===== config.mk =====
export PLATFORM = sky130hd
export DESIGN_NAME = lockLcdTop
export DESIGN_NICKNAME = d
export VERILOG_FILES = /design/src/lockLcdPkg.sv /design/src/lcdBusWriter.sv /design/src/screenRom.sv /design/src/lcdSequencer.sv /design/src/lockLcdTop.sv
export SDC_FILE = /design/constraint.sdc
export NUM_CORES = 1
export LEC_CHECK = 0
export ABC_AREA = 1
export BUFFER_PORTS_ARGS = -buffer_cell sky130_fd_sc_hd__buf_2
export CAP_MARGIN = 40
export CORE_MARGIN = 5
export CORE_UTILIZATION = 54
export DETAILED_ROUTE_END_ITERATION = 10
export PLACE_DENSITY = 0.77
export SYNTH_ARGS = -nofsm -noshare
export SYNTH_HDL_FRONTEND = slang
export SYNTH_SLANG_ARGS = --single-unit

===== constraint.sdc =====
create_clock -name iCLK -period 2.59 [get_ports iCLK]
set_input_delay 0.3885 -clock iCLK [delete_from_list [all_inputs] [get_ports iCLK]]
set_output_delay 0.3885 -clock iCLK [all_outputs]
set_load 0.03 [all_outputs]

===== src/lockLcdPkg.sv =====
`default_nettype none

package lockLcdPkg;

	// screens the panel logic can request, in table order
	typedef enum logic [2:0]
	{
		doorLocked      = 3'd0,
		accessGranted   = 3'd1,
		accessDenied    = 3'd2,
		roomFull        = 3'd3,
		confirmCapacity = 3'd4,
		idAdded         = 3'd5
	} screen_e;

	localparam int NUM_SCREENS = 6;

	localparam int ID_DIGITS = 9;

	// one nibble per digit, top nibble is the leftmost digit on the glass
	typedef logic [ID_DIGITS-1:0][3:0] idDigits_t;

	typedef struct packed
	{
		screen_e    screen;
		idDigits_t  enteredId;
		logic [7:0] roomCapacity;  // two digit nibbles
	} screenReq_t;

	// one write on the LCD bus
	typedef struct packed
	{
		logic       rs;    // 0 command, 1 character
		logic [7:0] data;
	} lcdWord_t;

	localparam int INIT_LEN = 4;

	localparam lcdWord_t INIT_CMDS [INIT_LEN] = '{
		'{rs: 1'b0, data: 8'h38},  // function set, 8-bit bus, two lines
		'{rs: 1'b0, data: 8'h0C},  // display on, no cursor
		'{rs: 1'b0, data: 8'h01},  // clear screen
		'{rs: 1'b0, data: 8'h06}   // entry mode, increment
	};

	localparam logic [7:0] LINE1_ADDR = 8'h80;  // DDRAM address of line 1
	localparam logic [7:0] LINE2_ADDR = 8'hC0;  // DDRAM address of line 2

	localparam int LINE_COLS = 16;

	// address + line 1 + address + line 2
	localparam int WRITES_PER_SCREEN = 2 * (LINE_COLS + 1);

	localparam logic [7:0] DIGIT_BASE = 8'h30;  // ascii '0'

	localparam int ID_COL  = 5;   // first ID digit on line 2
	localparam int CAP_COL = 14;  // first capacity digit on line 2

	// one full line of text, leftmost character in the top byte
	typedef logic [8*LINE_COLS-1:0] lineText_t;

	// field columns are left blank here and filled in by the ROM
	localparam lineText_t SCREEN_TEXT [NUM_SCREENS][2] = '{
		'{" Door Locked    ", " Enter valid ID "},  // doorLocked
		'{" Access Granted ", " ID:            "},  // accessGranted
		'{" Access Denied  ", " Try Again      "},  // accessDenied
		'{" Access Denied  ", " Room is Full   "},  // roomFull
		'{" Press enter to ", " Confirm Num:   "},  // confirmCapacity
		'{"    ID added    ", "                "}   // idAdded
	};

endpackage

`default_nettype wire


===== src/lcdBusWriter.sv =====
`default_nettype none

module lcdBusWriter
	import lockLcdPkg::*;
#(
	parameter int EN_PULSE_CYCLES = 1,
	parameter int SETTLE_CYCLES   = 262142
)
(
	input  wire             iCLK,
	input  wire             iRST_N,
	input  wire lcdWord_t   word,
	input  wire             wordValid,
	output logic            wordReady,
	output logic [7:0]      lcdData,
	output logic            lcdRs,
	output logic            lcdRw,
	output logic            lcdEn
);

	// one counter serves both the strobe and the settle wait
	localparam int LONGEST = (EN_PULSE_CYCLES > SETTLE_CYCLES) ? EN_PULSE_CYCLES
		: SETTLE_CYCLES;
	localparam int CNT_W = (LONGEST < 1) ? 1 : $clog2(LONGEST + 1);

	typedef enum logic [1:0]
	{
		wrIdle   = 2'd0,
		wrStrobe = 2'd1,
		wrSettle = 2'd2
	} wrPhase_e;

	wrPhase_e         phase;
	logic [CNT_W-1:0] cnt;
	lcdWord_t         held;  // word on the bus pins

	assign wordReady = (phase == wrIdle);

	assign lcdData = held.data;
	assign lcdRs   = held.rs;
	assign lcdRw   = 1'b0;  // write only, busy flag never read

	always_ff @(posedge iCLK or negedge iRST_N)
	begin
		if (!iRST_N)
		begin
			phase <= wrIdle;
			cnt   <= '0;
			held  <= '0;
			lcdEn <= 1'b0;
		end
		else
		begin
			case (phase)
				wrIdle:
				begin
					if (wordValid && wordReady)
					begin
						held  <= word;  // data and rs set up one cycle before enable
						cnt   <= CNT_W'(EN_PULSE_CYCLES);
						phase <= wrStrobe;
					end
				end
				wrStrobe:
				begin
					if (cnt == '0)
					begin
						lcdEn <= 1'b0;  // falling edge latches the LCD
						if (SETTLE_CYCLES == 0)
							phase <= wrIdle;
						else
						begin
							cnt   <= CNT_W'(SETTLE_CYCLES - 1);
							phase <= wrSettle;
						end
					end
					else
					begin
						lcdEn <= 1'b1;
						cnt   <= cnt - 1'b1;
					end
				end
				wrSettle:
				begin
					// controller needs time to execute the write
					if (cnt == '0)
						phase <= wrIdle;
					else
						cnt <= cnt - 1'b1;
				end
				default:
				begin
					lcdEn <= 1'b0;
					phase <= wrIdle;
				end
			endcase
		end
	end

endmodule

`default_nettype wire


===== src/screenRom.sv =====
`default_nettype none

module screenRom
	import lockLcdPkg::*;
(
	input  wire screenReq_t req,
	input  wire [5:0]       pos,
	output lcdWord_t        word
);

	// position of the line 2 address command in a screen
	localparam logic [5:0] LINE2_POS = 6'(LINE_COLS + 1);

	logic       onLine2;
	logic [5:0] rel;
	logic [3:0] col;
	logic       knownScreen;
	logic       idField;
	logic       capField;
	logic [3:0] idIdx;
	logic [3:0] nibble;
	logic [7:0] textChar;

	always_comb
	begin
		onLine2 = (pos > LINE2_POS);
		rel     = onLine2 ? (pos - LINE2_POS - 6'd1) : (pos - 6'd1);
		col     = rel[3:0];  // column on the current line

		knownScreen = (int'(req.screen) < NUM_SCREENS);

		idField = onLine2
			&& (req.screen == accessGranted || req.screen == idAdded)
			&& (col >= 4'(ID_COL))
			&& (col < 4'(ID_COL + ID_DIGITS));

		capField = onLine2
			&& (req.screen == confirmCapacity)
			&& (col >= 4'(CAP_COL));

		// column ID_COL shows the top nibble
		idIdx = 4'(ID_COL + ID_DIGITS - 1) - col;

		if (idField)
			nibble = req.enteredId[idIdx];
		else if (col == 4'(CAP_COL))
			nibble = req.roomCapacity[7:4];  // tens
		else
			nibble = req.roomCapacity[3:0];  // units

		if (knownScreen)
			textChar = SCREEN_TEXT[req.screen][onLine2][8*(LINE_COLS-1-int'(col)) +: 8];
		else
			textChar = 8'h20;  // blank for unused codes
	end

	always_comb
	begin
		if (pos == 6'd0)
			word = '{rs: 1'b0, data: LINE1_ADDR};
		else if (pos == LINE2_POS)
			word = '{rs: 1'b0, data: LINE2_ADDR};
		else if (idField || capField)
			// no clamp, nibbles above 9 show as ':' to '?'
			word = '{rs: 1'b1, data: DIGIT_BASE + {4'h0, nibble}};
		else
			word = '{rs: 1'b1, data: textChar};
	end

endmodule

`default_nettype wire


===== src/lcdSequencer.sv =====
`default_nettype none

module lcdSequencer
	import lockLcdPkg::*;
(
	input  wire             iCLK,
	input  wire             iRST_N,
	input  wire screenReq_t req,
	input  wire             reqValid,
	input  wire lcdWord_t   romWord,
	input  wire             wordReady,
	output logic            reqReady,
	output screenReq_t      curReq,
	output logic [5:0]      pos,
	output lcdWord_t        word,
	output logic            wordValid
);

	typedef enum logic [1:0]
	{
		seqInit   = 2'd0,
		seqIdle   = 2'd1,
		seqScreen = 2'd2
	} seqPhase_e;

	seqPhase_e  phase;
	logic [5:0] idx;        // words already handed to the writer
	logic [5:0] burstLen;   // words in the current burst
	logic       burstDone;
	logic       xfer;

	assign xfer      = wordValid && wordReady;
	assign burstLen  = (phase == seqInit) ? 6'(INIT_LEN) : 6'(WRITES_PER_SCREEN);
	assign burstDone = (idx == burstLen);

	// panel may ask for a screen only when the bus is quiet
	assign reqReady = (phase == seqIdle);

	assign pos = idx;

	always_comb
	begin
		if (phase == seqInit)
			word = INIT_CMDS[idx[1:0]];
		else
			word = romWord;
	end

	always_ff @(posedge iCLK or negedge iRST_N)
	begin
		if (!iRST_N)
		begin
			phase     <= seqInit;
			idx       <= '0;
			wordValid <= 1'b0;
		end
		else
		begin
			case (phase)
				seqInit, seqScreen:
				begin
					if (xfer)
					begin
						wordValid <= 1'b0;
						idx       <= idx + 6'd1;
					end
					else if (!wordValid && wordReady)
					begin
						// writer is free again after the last strobe and settle
						if (burstDone)
						begin
							phase <= seqIdle;
							idx   <= '0;
						end
						else
							wordValid <= 1'b1;
					end
				end
				seqIdle:
				begin
					if (reqValid)
						phase <= seqScreen;
				end
				default:
				begin
					wordValid <= 1'b0;
					idx       <= '0;
					phase     <= seqIdle;
				end
			endcase
		end
	end

	// fields frozen at acceptance, later changes on req do not reach the screen
	always_ff @(posedge iCLK)
	begin
		if (reqValid && reqReady)
			curReq <= req;
	end

endmodule

`default_nettype wire


===== src/lockLcdTop.sv =====
`default_nettype none

module lockLcdTop
	import lockLcdPkg::*;
#(
	parameter int EN_PULSE_CYCLES = 1,
	parameter int SETTLE_CYCLES   = 262142
)
(
	input  wire             iCLK,
	input  wire             iRST_N,
	input  wire screenReq_t req,
	input  wire             reqValid,
	output wire             reqReady,
	output wire [7:0]       lcdData,
	output wire             lcdRs,
	output wire             lcdRw,
	output wire             lcdEn
);

	screenReq_t curReq;     // request being drawn
	logic [5:0] pos;
	lcdWord_t   romWord;
	lcdWord_t   seqWord;
	logic       wordValid;
	logic       wordReady;

	lcdSequencer i_lcdSequencer
	(
		.iCLK      (iCLK),
		.iRST_N    (iRST_N),
		.req       (req),
		.reqValid  (reqValid),
		.romWord   (romWord),
		.wordReady (wordReady),
		.reqReady  (reqReady),
		.curReq    (curReq),
		.pos       (pos),
		.word      (seqWord),
		.wordValid (wordValid)
	);

	screenRom i_screenRom
	(
		.req  (curReq),
		.pos  (pos),
		.word (romWord)
	);

	lcdBusWriter #(
		.EN_PULSE_CYCLES (EN_PULSE_CYCLES),
		.SETTLE_CYCLES   (SETTLE_CYCLES)
	) i_lcdBusWriter
	(
		.iCLK      (iCLK),
		.iRST_N    (iRST_N),
		.word      (seqWord),
		.wordValid (wordValid),
		.wordReady (wordReady),
		.lcdData   (lcdData),
		.lcdRs     (lcdRs),
		.lcdRw     (lcdRw),
		.lcdEn     (lcdEn)
	);

endmodule

`default_nettype wire


After elaboration in Yosys (flattened, before gate mapping)
Memory sizes are Yosys's and may differ from the RTL's. Index checks and enable logic that the tools add are counted.

Memories: 1. Word-level logic and storage cells: 129. Output and inout port bits: 12. Register bits: 86. Bits in read-only memories: 2048. Input port bits: 50.

Memories: (no name shown) (depth 8, width 256, rd ports 1, clocked after memory_dff 0, write ports 0, line screenRom.sv:52) `textChar = SCREEN_TEXT[req.screen][onLine2][8*(LINE_COLS-1-int'(col)) +: 8];`.

Reduce and logical (&&, ||, !) cells: 24. Bitwise operators: 4. $add $sub $neg: 8. Shift-type cells: 1. Muxes and demuxes: 42. Eq/ne operators: 21. Order comparisons: 9.

Operators with widths (number): 256-bit two-way mux (2); 128-bit two-way mux (3); 128-bit by 32-bit indexed part select with 8-bit output (1); 18-bit two-way mux (3); 18-bit case mux with 3 select lines (1); 9-bit two-way mux (5); 6-bit two-way mux (4); 9-bit binary-select mux with 2-bit select (1); 18-bit zero test (1); 18-bit by 1-bit subtractor with 18-bit output, second input constant (1); 4-bit binary-select mux with 4-bit select (1); 4-bit two-way mux (4); 8-bit two-way mux (2); 2-bit two-way mux (7); 6-bit case mux with 2 select lines (1); 3-bit AND reduction (4); 4-bit by 1-bit subtractor with 4-bit output, second input constant (3); 4-bit greater-or-equal comparator, second input constant (2); 1-bit logical AND (8); 2-bit by 1-bit != test with 1-bit output, second input constant (4); 2-bit != test, second input constant (4); 6-bit by 4-bit adder with 7-bit output, first input constant (1); 6-bit by 1-bit adder with 6-bit output, second input constant (1); 3-bit equality test, second input constant (2); other kinds (33) (43).

Longest topological paths before layout
Depth in word-level cells: 13. Depth in mapped cells: 22. Gate-level depth less buffers: 20.

Hierarchy
A second synthesis with hierarchy kept.

Cells, all modules: 922. Area total of the unflattened synthesis: 6476.2 um2.

By module, submodules not included: screenRom (seq. area each 0.0 um2, area each 2502.4 um2, instances 1, cells an instance 522); lcdSequencer (seq. area each 1636.6 um2, area each 2073.2 um2, instances 1, cells an instance 148); lcdBusWriter (seq. area each 750.7 um2, area each 1900.6 um2, instances 1, cells an instance 252).

Worst setup path before layout
Ideal clock, no wire load.

Path type: register to register. Start point: reg i_lcdSequencer.idx[0], in the netlist i_lcdSequencer.pos[0]. End point: reg i_lcdBusWriter.held (netlist bit i_lcdBusWriter.lcdData[0]). Slack: -247 ps. Arrival time: 2759 ps. Setup time: 77 ps. Path buffers: 2. Cell stages (with the launch flop): 22. Data required time: 2513 ps. Clock period less this slack: 2837 ps. Path through: dfrtp_1 inv_2 ha_1 inv_1 nor2_2 nand2_2 buf_6 nand4_2 nand2_4 inv_2 buf_2 ha_1 nand2_1 nor2_1 nand2_1 nor2_1 nor2_1 nand2_1 nand2_1 nor2_1 nand2_1 a21oi_1.

Cells in the longest elaborated chain, start to end: 12. Elaborated cells on any way between the ends: 38. Classes of those cells: add/sub: 6; order compare: 4; eq/ne: 2; shift: 1; mux: 16; bitwise: 2; reduce/logical: 7.

Ends and longest elaborated chain: start: declaration (line lcdSequencer.sv:27) `logic [5:0] idx;`; start signal: assignment (line lcdSequencer.sv:65) `idx <= idx + 6'd1;`; 4-bit by 1-bit subtractor with 4-bit output (2 in series) (line screenRom.sv:27) `rel = onLine2 ? (pos - LINE2_POS - 6'd1) : (pos - 6'd1);`; 4-bit two-way mux (line screenRom.sv:27); 4-bit subtractor or 4-bit by 3-bit greater-or-equal comparator with 1-bit output (tied branches) (line screenRom.sv:42, screenRom.sv:34); 4-bit binary-select mux with 4-bit select or 1-bit logical AND (tied branches) (line screenRom.sv:45, screenRom.sv:34); 4-bit two-way mux (not written as such) or 1-bit logical AND (tied branches) (line screenRom.sv:45, screenRom.sv:35); 4-bit two-way mux (line screenRom.sv:44) `if (idField)`; 6-bit by 4-bit adder with 7-bit output (line screenRom.sv:65) `word = '{rs: 1'b1, data: DIGIT_BASE + {4'h0, nibble}};`; 8-bit two-way mux (line screenRom.sv:63) `else if (idField || capField)`; 9-bit two-way mux (line screenRom.sv:61) `else if (pos == LINE2_POS)`; 9-bit two-way mux (line screenRom.sv:59) `if (pos == 6'd0)`; 9-bit two-way mux (*) (line lcdSequencer.sv:43) `if (phase == seqInit)`; end signal: assignment (line lcdBusWriter.sv:59) `held <= word;`; end: declaration (line lcdBusWriter.sv:35) `lcdWord_t held;`.

Mark *: on every way between the ends. The rest lies on a longest branch, timed or not. The select of a mux whose other input is x is not followed. A chain may end at the register's enable or synchronous reset.

Final worst setup path
Start point: reg i_lcdSequencer.idx[1], in the netlist i_lcdSequencer.pos[1]. End point: reg i_lcdBusWriter.held (netlist bit i_lcdBusWriter.lcdData[1]).

Same word-level chain as after synthesis.

==> flow_summary.yaml <==
setup_path:
  criticalPathCategory: "flip-flop to flip-flop"
  worstSetupStartpointType: "flip-flop"
  critical_path.endpoint_type: "flip-flop"
  crit_family: "simple AND/OR/NAND/NOR gates"
  cp_arrival_ns: 2.78
  slowest_stage_cell_crit_path: "dfrtp_2"
  cpPeakStageDelay_ns: 0.41
  timing.critical_path.fanout_max: 5
  path_buf_inv: 4
  worstPathCellList: "inv_2 > ha_1 > nand2_1 > inv_2 > nand3_4 > inv_2 > nor2_8 > o21ai_2 > ha_4 > inv_1 > nand3_1 > nand2_1 > a21oi_1 > nor2_1 > nand2_1 > a21oi_2"
  required_ns: 2.90
layout:
  final_common_cell: "nand2_1"
  fin_nets: 991
  num-fill-cells: 951
  diodes: 0
  layout.cells.most_common_list: "258 x nand2_1, 100 x nand3_1, 78 x nor2_1, 68 x inv_1, 60 x buf_2"
  syn2layout_area_growth_pct: 17.0
  drive_gt1_frac: 0.184
  layout.cells.non_filler: 1064
sta:
  max_freq_ghz: 0.406
  rsz0062_at_grt: "yes"
  timing.hold.ws_ns: 0.183
  maxSlewViolCount: 0
  timing.final.hold_violations: 0
  setup_viol: 0
  worst_pin_slew_ns: 0.573
  slew_headroom: 0.618
  finalClockSkew_ns: 0.0156
  layout_worst_path_cycle_share: 0.951
  final_period_minus_worst_setup_slack_ns: 2.46
power_and_ir_drop:
  pwr_density_cell_nw_per_um2: 1340
  vdd_drop_max_uv: 678
  reported_leakage_power_nw: 3.44
outcome:
  outcome: "finished, final reports clean"
synth:
  synthesis.area_per_instance_um2: 7.28
  ys_async_sr_fraction: 0.453
  synth_largest_type_area_fraction: 0.234
  synth_sequential_area_ratio: 0.395
  synthesis.yosys.warnings: 0
  syn-instance-count: 830
  synth-edff-count: 47
  netlist-cell-type-count: 43
  postSynthNetCount: 902
  netlist_area_um2: 6040
  yosys_register_bits: 86
  ys_top_cells_by_area: "edfxtp_1 23%, nand2_1 16%, dfrtp_1 16%"
  post-synth-top-area-cell: "edfxtp_1"
  yosys_most_used_dff: "edfxtp_1"
cts:
  source_to_sink_clock_delay_at_the_later_pin_of_the_worst_skew_pair_ns: 0.38
  total_clock_buffers_created_by_cts: 9
  clk_root_buffer_cell: "clkbuf_8"
  h_tree_depth_reported_by_cts: 3
  worst_setup_hold_path_clk_slew_ns: 0.09
  clockBufferDepth: 2
  tritoncts: "done"
  cts.sink_count: 86
route:
  met3WireLength_mm: 1.37
  via_count: 5923
  detailed_route_wire_length_on_metal_1_mm: 7.06
  number_of_routed_nets_with_antenna_violations: 0
  drtPass1Iterations: 7
  wl_per_cell_um: 15.4
  number_of_vias_per_cell_after_detailed_routing: 5.57
  drt_first_iter_violations: 555
  dr_top_layer: "met4"
  detail_route.wirelength_mm: 16.4
  post-route-drc-count: 0
  detailroute.wirelength.met2_mm: 7.30
grt:
  grt_antenna_before_repair: 0
  first_pass_grt_wire_length_mm: 27.2
  globalRouteOverflowTotal: 0
  globalRouteTotalUtil: 0.256
  first_global_vias: 5744
  maximum_number_of_pins_on_one_net_before_global_route_repair: 49
floorplan:
  design.die.area_um2: 13400
  fp.dieH_um: 116
  initial_utilization: 0.555
  ios: 62
  die_width_um: 116
  placement_rows: 38
  core_area_um2: 10900
place:
  gpl.final_weighted_congestion: 1.00
  dp_hpwl_mm: 12.1
  place_inst: 1042
  port_buffers: 60
job:
  max_cap_viol_count: 0
worst_hold_path:
  hp-class: "primary input to flip-flop"
## cell type report
class	count	area, um2	area share
multi-input combinational	639	3290	0.466
inverter	78	298	0.0421
sequential	86	2390	0.338
clock inverter	5	83.8	0.0119
tap	140	175	0.0248
timing repair buffer	105	698	0.0987
clock buffer	11	131	0.0186
## per-layer routing
| layer | up-vias | global-route usage |
|---|---|---|
| li1 | 2926 | - |
| met1 | 2671 | 0.346 |
| met2 | 273 | 0.391 |
| met3 | 53 | 0.0527 |
| met4 | 0 | 0.134 |
| met5 | - | 0 |
## state kept, by name (all words and copies together), names as in the netlist
register / count
i_lcdSequencer.curReq: 47
i_lcdBusWriter.cnt: 18
i_lcdBusWriter.lcdData: 8
i_lcdSequencer.pos: 6
i_lcdBusWriter.phase: 2
i_lcdSequencer.phase: 2
i_lcdBusWriter.lcdEn: 1
i_lcdBusWriter.lcdRs: 1
i_lcdSequencer.wordValid: 1
## path summary, 6_finish.rpt
check	slack, ns	cells past startpoint	to	startpoint
worst max register to register	0.13	16	i_lcdBusWriter.lcdData[1]	i_lcdSequencer.pos[1]
worst min-delay path	0.18	1	i_lcdSequencer.curReq[6]	req[6]
worst min register to register	0.50	2	i_lcdBusWriter.lcdRs	i_lcdBusWriter.lcdRs
worst max-delay path	0.13	16	i_lcdBusWriter.lcdData[1]	i_lcdSequencer.pos[1]
min in group asynchronous	0.42	2	i_lcdBusWriter.cnt[3]	iRST_N
max in group asynchronous	1.70	3	i_lcdSequencer.pos[1]	iRST_N
## synthesized netlist by cell type (5+ instances only)
master / number
edfxtp_1: 47
nand2_2: 6
nand2_4: 5
nand4_1: 9
xor2_1: 13
nor2_1: 80
buf_6: 8
inv_2: 7
o21ai_0: 49
clkbuf_1: 5
nor3_1: 13
nand2_1: 261
buf_2: 11
dfrtp_1: 39
nand3_1: 100
o22ai_1: 6
a21oi_1: 32
inv_1: 71
o21ai_1: 9
ha_1: 22
## timing repair
item | in CTS | in global routing
gates resized for setup | 0 | 23
hold endpoints to repair | 10 | 0
setup buffers | 0 | 4
hold buffers | 1 | 0
setup endpoints to repair | 0 | 15
## worst register-to-register path, stage by stage, from the launching register on
cell     delay, ns
dfrtp_2       0.41
inv_2         0.09
ha_1          0.15
nand2_1       0.07
inv_2         0.08
nand3_4       0.09
inv_2         0.14
nor2_8        0.05
o21ai_2       0.28
ha_4          0.28
inv_1         0.12
nand3_1       0.11
nand2_1       0.13
a21oi_1       0.09
nor2_1        0.12
nand2_1       0.09
a21oi_2       0.13
## where the power goes
part           total [mW]  internal (mW)  switching, mW
clock network        1.03          0.545          0.486
logic                6.38           2.27           4.10
registers            2.07           1.84          0.235
total                9.48           4.65           4.82
## metrics by stage
step / instance area, um2 / utilization / power, mW / setup WS, ns / setup TNS, ns
2_1_floorplan: 6080 / - / 6.42 / 0.00242 / 0
3_3_place_gp: 6690 / 0.614 / 8.01 / 0.125 / 0
3_5_place_dp: 6710 / 0.616 / 8.09 / 0.0372 / 0
4_1_cts: 6940 / 0.637 / 9.13 / 0.00896 / 0
5_1_grt: 7070 / 0.649 / 10.3 / -0.0282 / -0.0586
6_report: 7070 / 0.649 / 9.48 / 0.127 / 0
## logic make-up (layout without fill, tap and decap cells)
| group | count (synthesis) | after routing | synth area share |
|---|---|---|---|
| adders and majority gates | 22 | 22 | 0.0456 |
| xor gates and xnor gates | 13 | 13 | 0.0188 |
| AOI/OAI and AO/OA | 109 | 109 | 0.0969 |
| and+or+nand+nor | 493 | 494 | 0.362 |
| other | 1 | 1 | 0.000621 |
| buffers and inverters | 106 | 199 | 0.0806 |
| DFF | 86 | 86 | 0.395 |
(Power assumes the default switching activity.)
